**src/hb_pkg.sv**
```systemverilog
package hb_pkg;

  ////////////////////////////////////////////////////////////////////////////
  // Widths and payload types
  ////////////////////////////////////////////////////////////////////////////

  localparam int ADDR_W    = 8;
  localparam int DATA_W    = 16;
  localparam int OP_W      = 2;
  localparam int CORD_W    = 4;
  localparam int MEM_IDX_W = 4;
  localparam int TAG_ID_W  = 2;

  typedef logic [ADDR_W-1:0]    hb_addr_t;
  typedef logic [DATA_W-1:0]    hb_data_t;
  typedef logic [OP_W-1:0]      hb_op_t;
  typedef logic [CORD_W-1:0]    hb_cord_t;
  typedef logic [MEM_IDX_W-1:0] hb_mem_idx_t;
  typedef logic [TAG_ID_W-1:0]  tag_client_t;

  ////////////////////////////////////////////////////////////////////////////
  // Tag line
  ////////////////////////////////////////////////////////////////////////////

  // Frame is the client id then the payload, LSB first
  localparam int TAG_PAYLOAD_W = 8;
  localparam int TAG_FRAME_LEN = TAG_ID_W + TAG_PAYLOAD_W;

  localparam tag_client_t TAG_CORE_RESET = 2'd0;
  localparam tag_client_t TAG_WEST_CORD  = 2'd1;
  localparam tag_client_t TAG_EAST_CORD  = 2'd2;

  ////////////////////////////////////////////////////////////////////////////
  // Requests and address decode
  ////////////////////////////////////////////////////////////////////////////

  // Remaining codes only travel on remote flits
  localparam hb_op_t OP_LOAD  = 2'd0;
  localparam hb_op_t OP_STORE = 2'd1;

  localparam int MEM_WORDS     = 2 ** MEM_IDX_W;
  // Local when these upper bits are all zero
  localparam int LOCAL_SEL_MSB = ADDR_W - 1;
  localparam int LOCAL_SEL_LSB = MEM_IDX_W;
  localparam int EAST_ADDR_BIT = 7;

  // Link buffers
  localparam int BUF_DEPTH = 2;
  localparam int BUF_PTR_W = $clog2(BUF_DEPTH);
  localparam int BUF_CNT_W = $clog2(BUF_DEPTH + 1);

  // Egress lanes share one buffer layout sized for a flit
  localparam int FLIT_W    = CORD_W + OP_W + ADDR_W + DATA_W;
  localparam int EGR_LANES = 2;
  localparam int LANE_RSP  = 0;
  localparam int LANE_MEM  = 1;

endpackage

```
**src/hb_link_if.sv**
```systemverilog
// Request from the ingress buffer into the pod
interface hb_req_if;
  import hb_pkg::*;

  logic     valid;
  logic     ready;
  hb_op_t   op;
  hb_addr_t addr;
  hb_data_t data;

  modport src (
    output valid,
    input  ready,
    output op,
    output addr,
    output data
  );

  modport dst (
    input  valid,
    output ready,
    input  op,
    input  addr,
    input  data
  );
endinterface

// Remote flit from the pod toward the memory link
interface hb_flit_if;
  import hb_pkg::*;

  logic     valid;
  logic     ready;
  hb_cord_t cord;
  hb_op_t   op;
  hb_addr_t addr;
  hb_data_t data;

  modport src (output valid, input ready, output cord, output op, output addr, output data);
  modport dst (input valid, output ready, input cord, input op, input addr, input data);
endinterface

```
**src/hb_tag_client.sv**
```systemverilog
module hb_tag_client
  (input                     hb_clk_i
  ,input                     rst_n_i
  ,input                     tag_valid_i
  ,input                     tag_data_i
  ,output logic              core_reset_o
  ,output hb_pkg::hb_cord_t  west_cord_o
  ,output hb_pkg::hb_cord_t  east_cord_o
  );

  import hb_pkg::*;

  typedef enum logic [1:0] {
    TAG_IDLE,
    TAG_SHIFT,
    TAG_APPLY
  } tag_state_t;

  typedef logic [$clog2(TAG_FRAME_LEN+1)-1:0] bit_cnt_t;

  tag_state_t               state_q;
  bit_cnt_t                 bit_cnt_q;
  logic [TAG_FRAME_LEN-1:0] frame_q;
  logic [TAG_FRAME_LEN-1:0] frame_shifted;
  tag_client_t              frame_id;
  logic [TAG_PAYLOAD_W-1:0] frame_payload;

  // LSB arrives first, so bits enter at the top
  assign frame_shifted = {tag_data_i, frame_q[TAG_FRAME_LEN-1:1]};
  assign frame_id      = frame_q[TAG_ID_W-1:0];
  assign frame_payload = frame_q[TAG_FRAME_LEN-1:TAG_ID_W];

  always_ff @(posedge hb_clk_i) begin
    if (tag_valid_i) begin
      frame_q <= frame_shifted;
    end
  end

  ////////////////////////////////////////////////////////////////////////////
  // Frame FSM
  ////////////////////////////////////////////////////////////////////////////

  always_ff @(posedge hb_clk_i or negedge rst_n_i) begin
    if (!rst_n_i) begin
      state_q   <= TAG_IDLE;
      bit_cnt_q <= '0;
    end else begin
      case (state_q)
        TAG_IDLE, TAG_APPLY: begin
          // A new frame may start right behind the one being applied
          if (tag_valid_i) begin
            state_q   <= TAG_SHIFT;
            bit_cnt_q <= bit_cnt_t'(1);
          end else begin
            state_q   <= TAG_IDLE;
            bit_cnt_q <= '0;
          end
        end
        TAG_SHIFT: begin
          if (!tag_valid_i) begin
            // Cut short, drop it
            state_q   <= TAG_IDLE;
            bit_cnt_q <= '0;
          end else begin
            bit_cnt_q <= bit_cnt_q + 1'b1;
            if (bit_cnt_q == bit_cnt_t'(TAG_FRAME_LEN - 1)) begin
              state_q <= TAG_APPLY;
            end
          end
        end
        default: begin
          state_q   <= TAG_IDLE;
          bit_cnt_q <= '0;
        end
      endcase
    end
  end

  // Client registers, core held in reset until released by tag
  always_ff @(posedge hb_clk_i or negedge rst_n_i) begin
    if (!rst_n_i) begin
      core_reset_o <= 1'b1;
      west_cord_o  <= '0;
      east_cord_o  <= '0;
    end else if (state_q == TAG_APPLY) begin
      case (frame_id)
        TAG_CORE_RESET: core_reset_o <= frame_payload[0];
        TAG_WEST_CORD:  west_cord_o  <= frame_payload[CORD_W-1:0];
        TAG_EAST_CORD:  east_cord_o  <= frame_payload[CORD_W-1:0];
        default: ;
      endcase
    end
  end

  a_bit_cnt_range: assert property (@(posedge hb_clk_i) disable iff (!rst_n_i)
    bit_cnt_q <= bit_cnt_t'(TAG_FRAME_LEN));

endmodule

```
**src/hb_link_ingress.sv**
```systemverilog
module hb_link_ingress
  (input                     hb_clk_i
  ,input                     rst_n_i
  ,input                     core_reset_i
  ,input                     req_valid_i
  ,output logic              req_ready_o
  ,input  hb_pkg::hb_op_t    req_op_i
  ,input  hb_pkg::hb_addr_t  req_addr_i
  ,input  hb_pkg::hb_data_t  req_data_i
  ,hb_req_if.src             req
  );

  import hb_pkg::*;

  hb_op_t               op_q   [BUF_DEPTH];
  hb_addr_t             addr_q [BUF_DEPTH];
  hb_data_t             data_q [BUF_DEPTH];
  logic [BUF_PTR_W-1:0] wr_ptr_q;
  logic [BUF_PTR_W-1:0] rd_ptr_q;
  logic [BUF_CNT_W-1:0] count_q;
  logic                 push;
  logic                 pop;

  // Host is held off while the core sits in reset
  assign req_ready_o = (count_q < BUF_CNT_W'(BUF_DEPTH)) && !core_reset_i;
  assign push        = req_valid_i && req_ready_o;
  assign pop         = req.valid && req.ready;

  assign req.valid = (count_q != '0);
  assign req.op    = op_q[rd_ptr_q];
  assign req.addr  = addr_q[rd_ptr_q];
  assign req.data  = data_q[rd_ptr_q];

  always_ff @(posedge hb_clk_i) begin
    if (push) begin
      op_q[wr_ptr_q]   <= req_op_i;
      addr_q[wr_ptr_q] <= req_addr_i;
      data_q[wr_ptr_q] <= req_data_i;
    end
  end

  always_ff @(posedge hb_clk_i or negedge rst_n_i) begin
    if (!rst_n_i) begin
      wr_ptr_q <= '0;
      rd_ptr_q <= '0;
      count_q  <= '0;
    end else if (core_reset_i) begin
      wr_ptr_q <= '0;
      rd_ptr_q <= '0;
      count_q  <= '0;
    end else begin
      if (push) begin
        wr_ptr_q <= wr_ptr_q + 1'b1;
      end
      if (pop) begin
        rd_ptr_q <= rd_ptr_q + 1'b1;
      end
      case ({push, pop})
        2'b10:   count_q <= count_q + 1'b1;
        2'b01:   count_q <= count_q - 1'b1;
        default: ;
      endcase
    end
  end

  // Pointers meet with entries held only when every slot is taken
  a_no_push_full: assert property (@(posedge hb_clk_i) disable iff (!rst_n_i)
    push |-> !(wr_ptr_q == rd_ptr_q && count_q != '0));

endmodule

```
**src/hb_tile_pod.sv**
```systemverilog
module hb_tile_pod
  (input                     hb_clk_i
  ,input                     rst_n_i
  ,input                     core_reset_i
  ,input  hb_pkg::hb_cord_t  west_cord_i
  ,input  hb_pkg::hb_cord_t  east_cord_i
  ,hb_req_if.dst             req
  ,hb_flit_if.src            flit
  ,output logic              rsp_valid_o
  ,input                     rsp_ready_i
  ,output hb_pkg::hb_data_t  rsp_data_o
  );

  import hb_pkg::*;

  hb_data_t    mem_q [MEM_WORDS];
  hb_mem_idx_t mem_idx;
  logic        is_local;
  logic        is_load;
  logic        is_store;
  logic        req_fire;
  logic        store_fire;

  ////////////////////////////////////////////////////////////////////////////
  // Request decode
  ////////////////////////////////////////////////////////////////////////////

  assign mem_idx  = req.addr[MEM_IDX_W-1:0];
  assign is_local = (req.addr[LOCAL_SEL_MSB:LOCAL_SEL_LSB] == '0);
  assign is_load  = (req.op == OP_LOAD);
  assign is_store = (req.op == OP_STORE);

  // Ready follows whichever side the request is headed for
  always_comb begin
    if (core_reset_i) begin
      req.ready = 1'b0;
    end else if (!is_local) begin
      req.ready = flit.ready;
    end else if (is_load) begin
      req.ready = rsp_ready_i;
    end else begin
      // Local stores, and unknown local ops which are dropped
      req.ready = 1'b1;
    end
  end

  assign req_fire   = req.valid && req.ready;
  assign store_fire = req_fire && is_local && is_store;

  ////////////////////////////////////////////////////////////////////////////
  // Scratch memory
  ////////////////////////////////////////////////////////////////////////////

  always_ff @(posedge hb_clk_i) begin
    if (core_reset_i) begin
      for (int i = 0; i < MEM_WORDS; i++) begin
        mem_q[i] <= '0;
      end
    end else if (store_fire) begin
      mem_q[mem_idx] <= req.data;
    end
  end

  // Load data is read in the accepting cycle
  assign rsp_valid_o = req.valid && is_local && is_load && !core_reset_i;
  assign rsp_data_o  = mem_q[mem_idx];

  ////////////////////////////////////////////////////////////////////////////
  // Remote flits
  ////////////////////////////////////////////////////////////////////////////

  assign flit.valid = req.valid && !is_local && !core_reset_i;
  assign flit.cord  = req.addr[EAST_ADDR_BIT] ? east_cord_i : west_cord_i;
  assign flit.op    = req.op;
  assign flit.addr  = req.addr;
  assign flit.data  = req.data;

  // Ingress is flushed on the way out of core reset as well
  a_no_store_in_reset: assert property (@(posedge hb_clk_i) disable iff (!rst_n_i)
    store_fire |-> !core_reset_i && !$past(core_reset_i));

endmodule

```
**src/hb_link_egress.sv**
```systemverilog
module hb_link_egress
  (input                     hb_clk_i
  ,input                     rst_n_i
  ,input                     core_reset_i
  ,hb_flit_if.dst            flit
  ,input                     rsp_valid_i
  ,output logic              rsp_ready_o
  ,input  hb_pkg::hb_data_t  rsp_data_i
  ,output logic              rsp_valid_o
  ,input                     rsp_ready_i
  ,output hb_pkg::hb_data_t  rsp_data_o
  ,output logic              mem_valid_o
  ,input                     mem_ready_i
  ,output hb_pkg::hb_cord_t  mem_cord_o
  ,output hb_pkg::hb_op_t    mem_op_o
  ,output hb_pkg::hb_addr_t  mem_addr_o
  ,output hb_pkg::hb_data_t  mem_data_o
  );

  import hb_pkg::*;

  logic [EGR_LANES-1:0]             in_valid;
  logic [EGR_LANES-1:0]             in_ready;
  logic [EGR_LANES-1:0][FLIT_W-1:0] in_data;
  logic [EGR_LANES-1:0]             out_valid;
  logic [EGR_LANES-1:0]             out_ready;
  logic [EGR_LANES-1:0][FLIT_W-1:0] out_data;

  ////////////////////////////////////////////////////////////////////////////
  // Lane mapping
  ////////////////////////////////////////////////////////////////////////////

  // Responses ride in the data field of a flit-sized slot
  assign in_valid[LANE_RSP]  = rsp_valid_i;
  assign in_data[LANE_RSP]   = FLIT_W'(rsp_data_i);
  assign rsp_ready_o         = in_ready[LANE_RSP];
  assign rsp_valid_o         = out_valid[LANE_RSP];
  assign rsp_data_o          = out_data[LANE_RSP][DATA_W-1:0];
  assign out_ready[LANE_RSP] = rsp_ready_i;

  assign in_valid[LANE_MEM]  = flit.valid;
  assign in_data[LANE_MEM]   = {flit.cord, flit.op, flit.addr, flit.data};
  assign flit.ready          = in_ready[LANE_MEM];
  assign mem_valid_o         = out_valid[LANE_MEM];
  assign out_ready[LANE_MEM] = mem_ready_i;
  assign {mem_cord_o, mem_op_o, mem_addr_o, mem_data_o} = out_data[LANE_MEM];

  ////////////////////////////////////////////////////////////////////////////
  // Two-entry buffer per lane
  ////////////////////////////////////////////////////////////////////////////

  for (genvar l = 0; l < EGR_LANES; l++) begin : g_lane
    logic [FLIT_W-1:0]    slot_q [BUF_DEPTH];
    logic [BUF_PTR_W-1:0] wr_ptr_q;
    logic [BUF_PTR_W-1:0] rd_ptr_q;
    logic [BUF_CNT_W-1:0] count_q;
    logic                 push;
    logic                 pop;

    assign in_ready[l]  = (count_q < BUF_CNT_W'(BUF_DEPTH));
    assign out_valid[l] = (count_q != '0);
    assign out_data[l]  = slot_q[rd_ptr_q];
    assign push         = in_valid[l] && in_ready[l];
    assign pop          = out_valid[l] && out_ready[l];

    always_ff @(posedge hb_clk_i) begin
      if (push) begin
        slot_q[wr_ptr_q] <= in_data[l];
      end
    end

    always_ff @(posedge hb_clk_i or negedge rst_n_i) begin
      if (!rst_n_i) begin
        wr_ptr_q <= '0;
        rd_ptr_q <= '0;
        count_q  <= '0;
      end else if (core_reset_i) begin
        wr_ptr_q <= '0;
        rd_ptr_q <= '0;
        count_q  <= '0;
      end else begin
        if (push) begin
          wr_ptr_q <= wr_ptr_q + 1'b1;
        end
        if (pop) begin
          rd_ptr_q <= rd_ptr_q + 1'b1;
        end
        case ({push, pop})
          2'b10:   count_q <= count_q + 1'b1;
          2'b01:   count_q <= count_q - 1'b1;
          default: ;
        endcase
      end
    end
  end

  a_mem_hold: assert property (@(posedge hb_clk_i) disable iff (!rst_n_i)
    mem_valid_o && !mem_ready_i && !core_reset_i |=>
      mem_valid_o && $stable({mem_cord_o, mem_op_o, mem_addr_o, mem_data_o}));

endmodule

```
**src/hb_core_complex.sv**
```systemverilog
module hb_core_complex
  (input                     hb_clk_i
  ,input                     rst_n_i

  ,input                     tag_valid_i
  ,input                     tag_data_i

  ,input                     req_valid_i
  ,output logic              req_ready_o
  ,input  hb_pkg::hb_op_t    req_op_i
  ,input  hb_pkg::hb_addr_t  req_addr_i
  ,input  hb_pkg::hb_data_t  req_data_i

  ,output logic              rsp_valid_o
  ,input                     rsp_ready_i
  ,output hb_pkg::hb_data_t  rsp_data_o

  ,output logic              mem_valid_o
  ,input                     mem_ready_i
  ,output hb_pkg::hb_cord_t  mem_cord_o
  ,output hb_pkg::hb_op_t    mem_op_o
  ,output hb_pkg::hb_addr_t  mem_addr_o
  ,output hb_pkg::hb_data_t  mem_data_o
  );

  import hb_pkg::*;

  logic     core_reset;
  hb_cord_t west_cord;
  hb_cord_t east_cord;

  // Load responses from pod to egress
  logic     pod_rsp_valid;
  logic     pod_rsp_ready;
  hb_data_t pod_rsp_data;

  hb_req_if  req_if ();
  hb_flit_if flit_if ();

  ////////////////////////////////////////////////////////////////////////////
  // Input side
  ////////////////////////////////////////////////////////////////////////////

  hb_tag_client tag_client
    (.hb_clk_i     (hb_clk_i)
    ,.rst_n_i      (rst_n_i)
    ,.tag_valid_i  (tag_valid_i)
    ,.tag_data_i   (tag_data_i)
    ,.core_reset_o (core_reset)
    ,.west_cord_o  (west_cord)
    ,.east_cord_o  (east_cord)
    );

  hb_link_ingress ingress
    (.hb_clk_i     (hb_clk_i)
    ,.rst_n_i      (rst_n_i)
    ,.core_reset_i (core_reset)
    ,.req_valid_i  (req_valid_i)
    ,.req_ready_o  (req_ready_o)
    ,.req_op_i     (req_op_i)
    ,.req_addr_i   (req_addr_i)
    ,.req_data_i   (req_data_i)
    ,.req          (req_if.src)
    );

  ////////////////////////////////////////////////////////////////////////////
  // Pod and output side
  ////////////////////////////////////////////////////////////////////////////

  hb_tile_pod pod
    (.hb_clk_i     (hb_clk_i)
    ,.rst_n_i      (rst_n_i)
    ,.core_reset_i (core_reset)
    ,.west_cord_i  (west_cord)
    ,.east_cord_i  (east_cord)
    ,.req          (req_if.dst)
    ,.flit         (flit_if.src)
    ,.rsp_valid_o  (pod_rsp_valid)
    ,.rsp_ready_i  (pod_rsp_ready)
    ,.rsp_data_o   (pod_rsp_data)
    );

  hb_link_egress egress
    (.hb_clk_i     (hb_clk_i)
    ,.rst_n_i      (rst_n_i)
    ,.core_reset_i (core_reset)
    ,.flit         (flit_if.dst)
    ,.rsp_valid_i  (pod_rsp_valid)
    ,.rsp_ready_o  (pod_rsp_ready)
    ,.rsp_data_i   (pod_rsp_data)
    ,.rsp_valid_o  (rsp_valid_o)
    ,.rsp_ready_i  (rsp_ready_i)
    ,.rsp_data_o   (rsp_data_o)
    ,.mem_valid_o  (mem_valid_o)
    ,.mem_ready_i  (mem_ready_i)
    ,.mem_cord_o   (mem_cord_o)
    ,.mem_op_o     (mem_op_o)
    ,.mem_addr_o   (mem_addr_o)
    ,.mem_data_o   (mem_data_o)
    );

endmodule

```
**config.mk**
```make
export PLATFORM = sky130hd
export DESIGN_NAME = hb_core_complex
export DESIGN_NICKNAME = d
export VERILOG_FILES = /design/src/hb_pkg.sv /design/src/hb_link_if.sv /design/src/hb_tag_client.sv /design/src/hb_link_ingress.sv /design/src/hb_tile_pod.sv /design/src/hb_link_egress.sv /design/src/hb_core_complex.sv
export SDC_FILE = /design/constraint.sdc
export NUM_CORES = 1
export LEC_CHECK = 0
export BUFFER_PORTS_ARGS = -buffer_cell sky130_fd_sc_hd__buf_2
export CAP_MARGIN = 20
export CORE_MARGIN = 3
export CORE_UTILIZATION = 51
export DETAILED_ROUTE_END_ITERATION = 10
export PLACE_DENSITY_LB_ADDON = 0.08
export SYNTH_ARGS = -nofsm -noshare
export SYNTH_HDL_FRONTEND = slang
export SYNTH_HIERARCHICAL = 1
export SYNTH_SLANG_ARGS = --single-unit
```
**constraint.sdc**
```tcl
create_clock -name hb_clk_i -period 5.3 [get_ports hb_clk_i]
set_input_delay 0.53 -clock hb_clk_i [delete_from_list [all_inputs] [get_ports hb_clk_i]]
set_output_delay 0.53 -clock hb_clk_i [all_outputs]
set_load 0.03 [all_outputs]
```
# Word-level counts from Yosys, hierarchy flattened
# Memory sizes are Yosys's and may differ from the RTL's.
# Cells that the tools add are included.
op_classes:
  order_cmp: 3
  mux: 43
  n_reduce_logical: 37
  n_eq_ne: 13
  n_addsub: 13
op_table:
  columns: ["cell", "n"]
  rows:
  - ["2-to-1 mux 1 bit", 29]
  - ["nonzero test 2 bit", 9]
  - ["2-to-1 mux 16 bit", 1]
  - ["case mux 2 bit (2 select lines)", 4]
  - ["OR reduction 16 bit", 1]
  - ["logical AND 1 bit", 14]
  - ["equality test 2 x 1 -> 1 bit (second input constant)", 6]
  - ["2-to-1 mux 4 bit", 3]
  - ["equality test 2 bit (second input constant)", 5]
  - ["2-to-1 mux 2 bit", 5]
  - ["nonzero test 3 bit", 3]
  - ["case mux 4 bit (2 select lines)", 1]
  - ["adder 1 bit (second input constant)", 6]
  - ["adder 2 x 1 -> 2 bit (second input constant)", 3]
  - ["logical NOT 2 bit", 3]
  - ["< comparator 2 bit (second input constant)", 3]
  - ["AND reduction 2 bit", 3]
  - ["subtractor 2 x 1 -> 2 bit (second input constant)", 3]
  - ["adder 4 x 1 -> 4 bit (second input constant)", 1]
  - ["equality test 4 bit (second input constant)", 1]
  - ["logical NOT 4 bit", 1]
  - ["!= test 3 x 2 -> 1 bit (second input constant)", 1]
  - ["logical NOT 1 bit", 2]
  - ["OR reduction 2 bit", 1]
totals:
  wordCells: 130
  in_bits: 33
  ramBits: 400
  register_bits: 37
  mem_count: 6
mem_list:
  columns: ["memory", "words", "width", "rd", "rd_clocked_by_memory_dff", "wr", "line_no", "text"]
  rows:
  - ["pod.mem_q", 16, 16, 1, 0, 16, "hb_tile_pod.sv:16", "hb_data_t mem_q [MEM_WORDS];"]
  - ["egress.g_lane[1].slot_q", 2, 30, 1, 0, 1, "hb_link_egress.sv:53", "logic [FLIT_W-1:0] slot_q [BUF_DEPTH];"]
  - ["egress.g_lane[0].slot_q", 2, 16, 1, 0, 1, "hb_link_egress.sv:53", null]
  - ["ingress.data_q", 2, 16, 1, 0, 1, "hb_link_ingress.sv:17", "hb_data_t data_q [BUF_DEPTH];"]
  - ["ingress.addr_q", 2, 8, 1, 0, 1, "hb_link_ingress.sv:16", "hb_addr_t addr_q [BUF_DEPTH];"]
  - ["ingress.op_q", 2, 2, 1, 0, 1, "hb_link_ingress.sv:15", "hb_op_t op_q [BUF_DEPTH];"]

# Longest topological paths before layout
# Gate-level depths: netlist of the first run.
# An unclocked memory read counts as a cell.
depth:
  ltp_word: 13
  mapped_depth: 10
  mapped_depth_nobuf: 7

# By module
# Netlist of the first run, hierarchy kept.
by_module_without_submodules:
  columns: ["module", "area_per_inst_um2", "cells_each", "seq_area_each_um2", "instances"]
  rows:
  - ["hb_tile_pod", 11606.1, 822, 7687.4, 1]
  - ["hb_link_egress", 3802.4, 190, 2962.8, 1]
  - ["hb_link_ingress", 2194.6, 106, 1661.6, 1]
  - ["hb_tag_client", 992.2, 56, 676.9, 1]

# Least setup slack after synthesis of the first run
# OpenSTA, ideal clock, no wires.
synth_timing:
  kind: "reg-to-reg"
  from: "register ingress.rd_ptr_q"
  to: "memory egress/g_lane[1].slot_q[0][0] (netlist name) (enable)"
  setup_time_ps: 421
  path_stages_with_launch: 9
  t_arrival_ps: 2847
  period_less_slack_ps: 3267
  setup_slack_ps: 2033
  required_time_ps: 4879
  path_cell_list: "dfrtp_1 buf_6 buf_12 mux2_4 nor4_4 buf_6 nor2b_1 nor2b_2 nor2b_1"
synth_between:
  elab_chain_cells: 8
synth_rtl:
  columns: ["item", "line_no", "text"]
  rows:
  - ["start, declared", "hb_link_ingress.sv:19", "logic [BUF_PTR_W-1:0] rd_ptr_q;"]
  - ["start signal, assigned", "hb_link_ingress.sv:56", "rd_ptr_q <= rd_ptr_q + 1'b1;"]
  - ["memory (2 x 8 bit)", null, null]
  - ["net req_if.addr[7]", "hb_link_if.sv:8", "hb_addr_t addr;"]
  - ["logical NOT 4 bit", "hb_tile_pod.sv:29", "assign is_local = (req.addr[LOCAL_SEL_MSB:LOCAL_SEL_LSB] == '0);"]
  - ["logical NOT 1 bit", null, null]
  - ["logical AND 1 bit (2 in series)", "hb_tile_pod.sv:72", "assign flit.valid = req.valid && !is_local && !core_reset_i;"]
  - ["net flit_if.valid", "hb_link_if.sv:32", "logic valid;"]
  - ["logical AND 1 bit", "hb_link_egress.sv:63", "assign push = in_valid[l] && in_ready[l];"]
  - ["2-to-1 mux 1 bit", "hb_link_egress.sv:67", "if (push) begin"]
  - ["2-to-1 mux 1 bit (not written as such)", "hb_link_egress.sv:68", "slot_q[wr_ptr_q] <= in_data[l];"]
  - ["end, declared", "hb_link_egress.sv:53", null]
# The timed path passes the listed nets, and every way through them passes these cells.

# Worst setup path in the final report of the first run
layout_timing:
  from: "register ingress.rd_ptr_q"
  to: "memory egress/g_lane[0].slot_q[1][0] (netlist name) (enable)"
layout_between:
  elab_chain_cells: 8
  word_cells_on_any_way: 10
  classes_between: "2 x mux; 6 x reduce/logical; 2 x memory"
layout_rtl:
  columns: ["item", "line_no", "text"]
  rows:
  - ["memory (2 x 8 bit)", null, null]
  - ["net req_if.addr[7]", "hb_link_if.sv:8", null]
  - ["logical NOT 4 bit", "hb_tile_pod.sv:29", null]
  - ["logical AND 1 bit (3 in series)", "hb_tile_pod.sv:65", "assign rsp_valid_o = req.valid && is_local && is_load && !core_reset_i;"]
  - ["net pod_rsp_valid", "hb_core_complex.sv:33", "logic pod_rsp_valid;"]
  - ["logical AND 1 bit", "hb_link_egress.sv:63", null]
  - ["2-to-1 mux 1 bit", "hb_link_egress.sv:67", null]
  - ["2-to-1 mux 1 bit (not written as such)", "hb_link_egress.sv:68", null]
  - ["end, declared", "hb_link_egress.sv:53", null]
# The timed path passes the listed nets, and every way through them passes these cells.

==> flow_summary.json, run 1 <==
{
  "setup-violations-final": 0,
  "multi_input_area_um2": 4950,
  "drive_gt1_frac": 0.287,
  "holdWs_ns": 0.0484,
  "grt_max_degree": 52,
  "start_util": 0.520,
  "setup_tns_ns": 0,
  "grt_util_all_layers": 0.217,
  "cts_made_buffers": 45,
  "ys_ff_latch": 437,
  "power_frac_clock": 0.296,
  "port_buffers": 81,
  "synth-compound-area-share": 0.0247,
  "peakVddDrop_mv": 0.271,
  "die-area_um2": 38800,
  "netSwitchingPower_w": 0.00336,
  "status": "finished clean",
  "r2r_cells": 7,
  "antenna_found_initial": 5,
  "gr-total-overflow": 0,
  "root_buffer": "clkbuf_16",
  "wl_per_cell_um": 23.8,
  "pre_cts_ws_ns": 1.32,
  "synth_top_family_by_area": "multiplexers",
  "crit_arrival_ns": 4.14,
  "die_h_um": 197,
  "seq_area_um2": 13000,
  "endpoint": "egress/g_lane[0].slot_q[1][0]",
  "grt_pass1_vias": 10000,
  "ys_async_sr_fraction": 0.0618,
  "wl_met1_um": 18000,
  "insertion_delay_ns": 0.55,
  "fin_nets": 1277,
  "rr_startpoint": "ingress/rd_ptr_q",
  "io_pins": 82,
  "cts.sinks": 437,
  "drc_errors": 0,
  "p_leak_nw": 6.18,
  "period_share": 0.748,
  "tritoncts": "yes",
  "min_period_ns": 3.96,
  "relSlewSlack": 0.375,
  "cp-end-kind": "flop",
  "hold_viol": 0,
  "wl_met3_um": 2870,
  "cp.required_ns": 5.48,
  "core_um2": 35700,
  "diodes": 0,
  "rows": 69,
  "seq_power_share": 0.423,
  "finalWirelength_um": 41400,
  "syn_avg_cell_area_um2": 15.8,
  "synthSimpleGateAreaFrac": 0.0978,
  "p_sw_frac": 0.325,
  "hpwl_um": 24700,
  "top_layer_used": "met4",
  "start_kind": "flop",
  "fmax_mhz": 252,
  "vias": 9910,
  "syn_nets": 1209,
  "wl_met2_um": 19900,
  "dr.pass1.iters": 5,
  "ant_nets": 0,
  "combPwrFrac": 0.280,
  "worst_pin_slew_ns": 0.936,
  "grt_pass1_wl_um": 62200,
  "fillCellCount": 2857,
  "synth-xor-area-share": 0.00424,
  "syn_to_final_growth_pct": 11.1,
  "syn_inst": 1174,
  "crit_fanout": 16,
  "clock_path_buffers": 3,
  "ctsHoldBuffers": 0,
  "clkSlewWorstSetupHoldPaths_ns": 0.06,
  "place.gp.congestion": 0.736,
  "h-tree-depth": 2,
  "synthMuxAreaShare": 0.137,
  "setup_ws_ns": 1.34,
  "drtIter0Drc": 745,
  "crit_start": "ingress/rd_ptr_q",
  "yosys_warnings": 6,
  "synth-main-ff-cell": "edfxtp_1",
  "cts_resized": 0,
  "rsz0062_at_grt": "no",
  "r2r-end": "egress/g_lane[0].slot_q[1][0]",
  "finClkSkew_ns": 0.0136,
  "p_int_w": 0.00697,
  "slew_viol_final": 0,
  "avgViaCountPerCell": 5.70,
  "ys_seq_area_frac": 0.698,
  "synthesis.area_um2": 18600,
  "rrSetupSlack_ns": 1.34,
  "critical_path_class": "reg2reg",
  "die_x_um": 197,
  "ys_types": 47,
  "post-cts-setup-buffer-count": 0,
  "synth_fa_ha_area_frac": 0.00135,
  "p_per_area_nw_per_um2": 500,
  "synth-edff-count": 410,
  "drv_cap": 0,
  "dp_cells": 1656,
  "hold_class": "in2async",
  "fin_cells": 1739
}
-- synth_stat cells, types with 4 or more instances --
cell / number / area, um^2
mux4_2: 64 / 1440
nand4_1: 4 / 25.0
nand2_1: 87 / 327
nor2_2: 23 / 144
a22oi_1: 32 / 240
mux2_4: 36 / 541
inv_1: 6 / 22.5
nor2_1: 248 / 931
xnor2_1: 4 / 35.0
dfrtp_1: 26 / 651
xor2_1: 5 / 43.8
nor2b_1: 10 / 62.6
and2_1: 5 / 31.3
o21ai_0: 7 / 35.0
buf_2: 19 / 95.1
edfxtp_1: 410 / 12300
buf_4: 32 / 240
nand2b_1: 6 / 37.5
buf_6: 14 / 158
or2_2: 4 / 25.0
mux2_2: 49 / 552
clkbuf_1: 27 / 101
o21bai_1: 16 / 120
-- kinds of logic (layout without fill, tap and decap cells) --
group / Yosys count / count (layout)
XOR/XNOR: 9 / 9
buffers and inverters: 102 / 206
AND/OR/NAND/NOR: 410 / 410
multiplexers: 150 / 150
adder cells (fa/ha/maj): 2 / 2
flip-flops: 437 / 437
AO/OA/AOI/OAI: 64 / 64
-- stage by stage --
stage	power, W	util	instance area, um^2
floorplan	0.00659	-	18600
global placement	0.00735	0.538	19200
detailed placement	0.00738	0.538	19200
CTS	0.0104	0.578	20700
global route	0.0108	0.578	20700
finish	0.0103	0.578	20700
-- cell usage in the layout, fill, tap and decap left out, types with 16 or more instances in the layout --
cell type and instances:
a22oi_1 32, nor2_2 25, buf_2 81, buf_4 35, dfrtp_1 26, nor2_1 246
nand2_1 87, mux2_2 49, edfxtp_1 410, clkbuf_16 47, o21bai_1 16, mux4_2 64
mux2_4 36
-- sequential cells by signal, summed over array words and instances, names as in the netlist, 4 cells and up --
signal,flops
tag_client/west_cord_o,4
tag_client/frame_q,10
pod/mem_q,256
ingress/data_q,32
ingress/op_q,4
ingress/addr_q,16
tag_client/bit_cnt_q,4
egress/g_lane.slot_q,92
egress/g_lane.count_q,4
tag_client/east_cord_o,4
-- layer usage --
layer / GRT usage / vias to the layer above
met3: 0.0426 / 45
met1: 0.312 / 5091
met4: 0.0454 / 0
met5: 0 / -
li1: - / 4460
met2: 0.352 / 314
-- power groups by stage --
stage	Combinational, W	Clock, W	Sequential [W]
floorplan	0.00221	0	0.00438
global placement	0.00292	0	0.00444
detailed placement	0.00293	0	0.00445
finish	0.00290	0.00306	0.00437
global route	0.00311	0.00327	0.00441
CTS	0.00294	0.00313	0.00438
-- area by class of cell --
| class | instances | share of cell area |
|---|---|---|
| sequential | 437 | 0.629 |
| inverter | 6 | 0.00109 |
| clock buffer | 66 | 0.0623 |
| clock inverter | 17 | 0.00739 |
| multi-input combinational | 635 | 0.239 |
| tap | 461 | 0.0279 |
| timing repair buffer | 117 | 0.0333 |
-- worst max-delay path: stages (launching register included) --
cell     delay, ns
dfrtp_1       0.66
buf_4         0.34
mux2_4        0.38
nor4_4        0.83
nand2_1       0.11
nor3_1        0.32
nor2b_2       0.28
and2_1        0.67
-- worst min path at each step --
stage                                       end  depth (start not counted)
CTS                     tag_client/bit_cnt_q[3]                          1
global route            tag_client/bit_cnt_q[2]                          1
global placement          tag_client/frame_q[5]                          0
floorplan           egress/g_lane[0].count_q[0]                          0
detailed placement        tag_client/frame_q[5]                          0
finish                  tag_client/bit_cnt_q[3]                          1
Note: power is estimated with default switching activity, not from simulation.
==> inputs of run 2 (changes only) <==
--- a/config.mk
+++ b/config.mk
@@ -5,6 +5,7 @@
 export SDC_FILE = /design/constraint.sdc
 export NUM_CORES = 1
 export LEC_CHECK = 0
+export ABC_AREA = 1
 export BUFFER_PORTS_ARGS = -buffer_cell sky130_fd_sc_hd__buf_2
 export CAP_MARGIN = 20
 export CORE_MARGIN = 3
==> constraint.sdc (replaced) <==
create_clock -name hb_clk_i -period 4 [get_ports hb_clk_i]
set_input_delay 0.4 -clock hb_clk_i [delete_from_list [all_inputs] [get_ports hb_clk_i]]
set_output_delay 0.4 -clock hb_clk_i [all_outputs]
set_load 0.03 [all_outputs]
==> flow_summary.json, run 2 <==
{
  "status": "finished clean",
  "insertion_delay_ns": 0.58,
  "die-area_um2": 40900,
  "fin_util": 0.572,
  "h-tree-depth": 2,
  "yosysTopAreaCell": "edfxtp_1",
  "crit_arrival_ns": 3.52,
  "wl_per_cell_um": 18.2,
  "rows": 71,
  "ant_nets": 0,
  "grt_pass1_wl_um": 72800,
  "diodes": 0,
  "hpwl_um": 29700,
  "critPathMaxStageDelay_ns": 0.65,
  "synth-edff-count": 410,
  "start_util": 0.519,
  "syn_avg_cell_area_um2": 9.75,
  "cts.sinks": 437,
  "critical_path_class": "reg2reg",
  "largest_reg_flops": 256,
  "die_h_um": 202,
  "cp.required_ns": 4.20,
  "ys_seq_area_frac": 0.661,
  "syn_nets": 2050,
  "peakVddDrop_mv": 0.378,
  "path_cells": "buf_4 > nand2_1 > nand2_1 > nor2_2 > nand2_2 > nor2_4 > buf_4 > nand4_4 > nand2_1",
  "drc_errors": 0,
  "p_per_area_nw_per_um2": 639,
  "setup-violations-final": 0,
  "grt_max_degree": 129,
  "crit_fanout": 26,
  "core_um2": 37800,
  "synthTopCellsByArea": "edfxtp_1, nand2_1, nor2_1",
  "final_common_cell": "nand2_1",
  "rrSetupSlack_ns": 0.68,
  "period_share": 0.831,
  "syn_inst": 2015,
  "drtIter0Drc": 1221,
  "vias": 13200,
  "hold_class": "in2reg",
  "reg.largest.list": "pod/mem_q (256), egress/g_lane.slot_q (92), ingress/data_q (32)",
  "start_kind": "flop",
  "root_buffer": "clkbuf_16",
  "syn_to_final_growth_pct": 10.2,
  "relSlewSlack": 0.248,
  "grt_pass1_vias": 12800,
  "synthesis.area_um2": 19600,
  "grt_util_all_layers": 0.233,
  "die_x_um": 202,
  "ys_async_sr_fraction": 0.0618,
  "setup_tns_ns": 0,
  "finalWirelength_um": 47300,
  "rsz0062_at_grt": "no",
  "worst_pin_slew_ns": 1.13,
  "post-cts-setup-buffer-count": 0,
  "final_cell_mix": "nand2_1, edfxtp_1, nor2_1",
  "hold_viol": 0,
  "p_leak_nw": 9.98,
  "port_buffers": 81,
  "synth_common_cells": "nand2_1, edfxtp_1, nor2_1",
  "finClkSkew_ns": 0.0248,
  "clkSlewWorstSetupHoldPaths_ns": 0.05,
  "yosys_warnings": 6,
  "drv_cap": 0,
  "ys_types": 41,
  "cp-end-kind": "flop",
  "critPathSlowestCell": "nor2_4",
  "ys_ff_latch": 437,
  "yosysTopAreaCellShare": 0.627,
  "synth-main-ff-cell": "edfxtp_1",
  "avgViaCountPerCell": 5.09,
  "antenna_found_initial": 0,
  "drive_gt1_frac": 0.112,
  "gr-total-overflow": 0,
  "io_pins": 82,
  "top_register": "pod/mem_q",
  "dr.pass1.iters": 5,
  "cts_made_buffers": 46,
  "fin_nets": 2085,
  "slew_viol_final": 0,
  "place.gp.congestion": 0.857,
  "tritoncts": "yes",
  "cts_resized": 0,
  "cp_common_cell": "nand2_1",
  "clock_path_buffers": 3,
  "min_period_ns": 3.32,
  "fmax_mhz": 301,
  "synth.most_common_cell": "nand2_1"
}
-- run 2: area by class of cell --
type	instances	area [um^2]
Clock buffer	67	1270
Clock inverter	19	131
Fill cell	3314	16200
Inverter	89	343
Multi-Input combinational cell	1366	5610
Sequential cell	437	13000
Tap cell	511	639
Timing Repair Buffer	110	653
-- run 2: worst paths after layout --
kind,start,endpoint,cells past startpoint
hold reg to reg,tag_client/frame_q[7],tag_client/frame_q[6],0
setup / recovery,ingress/rd_ptr_q,pod/mem_q[9][10],9
min in group asynchronous,rst_n_i,tag_client/west_cord_o[2],2
setup reg to reg,ingress/rd_ptr_q,pod/mem_q[9][10],9
max in group asynchronous,rst_n_i,egress/g_lane[0].count_q[0],2
hold / removal,req_addr_i[6],ingress/addr_q[1][6],1
-- run 2: repair_timing --
action	CTS	global route
hold buffers	7	0
endpoints found under the hold margin	37	0
setup endpoints to repair	0	0
-- run 2: per-stage QoR --
stage	worst slack (ns)	hold slack, ns	instance area (um^2)	instances	power [W]
after global routing	0.376	0.0120	21600	2599	0.0145
after floorplan	0.809	0.104	19600	2015	0.00871
after global placement	0.706	0.406	20200	2506	0.00992
after CTS	0.625	0.000161	21600	2599	0.0140
after detailed placement	0.650	0.414	20200	2506	0.00997
final	0.677	0.0324	21600	2599	0.0138
-- run 2: cells by family (layout without fill, tap and decap cells) --
family / count (synthesis) / count (layout) / share of synthesized area
compound gates: 15 / 15 / 0.00510
fa+ha+maj: 2 / 2 / 0.00127
buf+inv: 212 / 285 / 0.0539
xor+xnor: 2 / 2 / 0.000892
simple gates: 1347 / 1347 / 0.277
flops: 437 / 437 / 0.661
-- run 2: report_power, final --
part           total (W)  switching, W  internal (W)
clock network    0.00397       0.00169       0.00228
registers        0.00569      0.000163       0.00553
logic            0.00417       0.00344      0.000724
total             0.0138       0.00530       0.00853
-- run 2: critical path: cells and delay by family (launching register included) --
kind          cells  cell delay, ns
flops             1            0.40
buf+inv           2            0.49
simple gates      7            2.05
-- run 2: per-layer routing --
layer  track usage  share of wire
met5             0              0
met4        0.0742          0.026
met3        0.0358          0.068
met2         0.364           0.46
met1         0.341           0.45
==> inputs of run 3 (changes only) <==
==> constraint.sdc (replaced) <==
create_clock -name hb_clk_i -period 3.4 [get_ports hb_clk_i]
set_input_delay 0.34 -clock hb_clk_i [delete_from_list [all_inputs] [get_ports hb_clk_i]]
set_output_delay 0.34 -clock hb_clk_i [all_outputs]
set_load 0.03 [all_outputs]
==> flow_summary.json, run 3 (synthesized netlist as in run 2, its figures left out) <==
{
  "status": "finished clean",
  "start_util": 0.519,
  "core_um2": 37800,
  "relSlewSlack": 0.329,
  "crit_fanout": 24,
  "wl_met2_um": 21900,
  "hold_viol": 0,
  "grt_util_all_layers": 0.241,
  "setup-violations-final": 0,
  "h-tree-depth": 2,
  "slew_viol_final": 0,
  "finalWirelength_um": 48700,
  "root_buffer": "clkbuf_16",
  "top_layer_used": "met4",
  "final_common_cell": "nand2_1",
  "fmax_mhz": 337,
  "diodes": 0,
  "vias": 13600,
  "port_buffers": 81,
  "clock_path_buffers": 3,
  "die_x_um": 202,
  "wl_met3_um": 3930,
  "wl_per_cell_um": 18.5,
  "grt_max_degree": 127,
  "cts.sinks": 437,
  "reg.largest.list": "pod/mem_q (256), egress/g_lane.slot_q (92), ingress/data_q (32)",
  "start_kind": "flop",
  "die_h_um": 202,
  "ant_nets": 0,
  "dp_cells": 2521,
  "critPathMaxStageDelay_ns": 0.54,
  "largest_reg_flops": 256,
  "critical_path_class": "reg2reg",
  "cp-end-kind": "flop",
  "avgViaCountPerCell": 5.16,
  "wl_met1_um": 21300,
  "place.gp.congestion": 0.871,
  "worst_pin_slew_ns": 1.01,
  "drtIter0Drc": 1240,
  "fin_cells": 2637,
  "p_per_area_nw_per_um2": 758,
  "gr-total-overflow": 0,
  "die-area_um2": 40900,
  "cp_common_cell": "nand2_1",
  "setup_tns_ns": 0,
  "grt_pass1_wl_um": 75600,
  "fin_nets": 2123,
  "final_cell_mix": "nand2_1, edfxtp_1, nor2_1",
  "rsz0062_at_grt": "no",
  "hold_class": "in2reg",
  "cts_resized": 0,
  "hpwl_um": 29900,
  "path_cells": "inv_4 > buf_4 > nand2_1 > nand2_1 > nor3_1 > nand2_4 > nand4_4 > nand2_1",
  "tritoncts": "yes",
  "antenna_found_initial": 0,
  "rows": 71,
  "cp.required_ns": 3.54,
  "drive_gt1_frac": 0.119,
  "drc_errors": 0,
  "drv_cap": 0,
  "top_register": "pod/mem_q",
  "finClkSkew_ns": 0.0214,
  "critPathSlowestCell": "dfrtp_1",
  "p_leak_nw": 10.2,
  "clkSlewWorstSetupHoldPaths_ns": 0.06,
  "grt_pass1_vias": 13100,
  "min_period_ns": 2.97,
  "syn_to_final_growth_pct": 12.5,
  "io_pins": 82,
  "cts_made_buffers": 48,
  "crit_arrival_ns": 3.11,
  "peakVddDrop_mv": 0.563,
  "dr.pass1.iters": 6,
  "insertion_delay_ns": 0.58,
  "post-cts-setup-buffer-count": 0,
  "period_share": 0.872
}
## run 3: final timing paths
check | startpoint | endpoint | slack [ns] | cells after the start
min reg2reg | tag_client/frame_q[6] | tag_client/frame_q[5] | 0.42 | 0
max in group asynchronous | rst_n_i | egress/g_lane[0].rd_ptr_q | 2.49 | 2
max | ingress/rd_ptr_q | pod/mem_q[12][7] | 0.43 | 8
min | mem_ready_i | egress/g_lane[1].rd_ptr_q | 0.09 | 3
min in group asynchronous | rst_n_i | tag_client/east_cord_o[2] | 0.40 | 2
max reg2reg | ingress/rd_ptr_q | pod/mem_q[12][7] | 0.43 | 8
## run 3: stage by stage
| step | worst slack (ns) | util | instance area [um^2] | total power [W] | hold WS, ns |
|---|---|---|---|---|---|
| floorplan | 0.209 | - | 19600 | 0.0102 | 0.0444 |
| CTS | 0.412 | 0.584 | 22100 | 0.0169 | 0.0558 |
| global placement | 0.519 | 0.536 | 20300 | 0.0117 | 0.406 |
| global route | 0.184 | 0.584 | 22100 | 0.0175 | 0.0999 |
| detailed placement | 0.455 | 0.536 | 20300 | 0.0118 | 0.407 |
| finish | 0.435 | 0.584 | 22100 | 0.0168 | 0.0875 |
## run 3: metal layers
metal,vias to the layer above,track usage
met3,85,0.0383
met5,-,0
met2,522,0.368
li1,6554,-
met1,6459,0.354
met4,0,0.0869
## run 3: cell type report
| class | instances | area [um^2] |
|---|---|---|
| clock inverters | 23 | 241 |
| clock buffers | 65 | 1300 |
| repair buffers | 146 | 976 |
| flip-flops and latches | 437 | 13000 |
| multi-input cells | 1366 | 5610 |
| inverters | 89 | 343 |
| well taps | 511 | 639 |
| fillers | 3308 | 15700 |
## run 3: worst max-delay path, delay by kind of cell, from the launching register on
kind                   cells  cell delay (ns)
buffers and inverters      2             0.30
DFF                        1             0.54
and+or+nand+nor            6             1.68
## run 3: what timing repair did
item	CTS	global route
hold endpoints to repair	79	0
endpoints found under the setup margin	0	0
hold buffers	28	0
## run 3: where the power goes
group	switching, W	internal, W
clock network	0.00204	0.00305
logic	0.00404	0.000906
registers	0.000215	0.00650
total	0.00629	0.0105
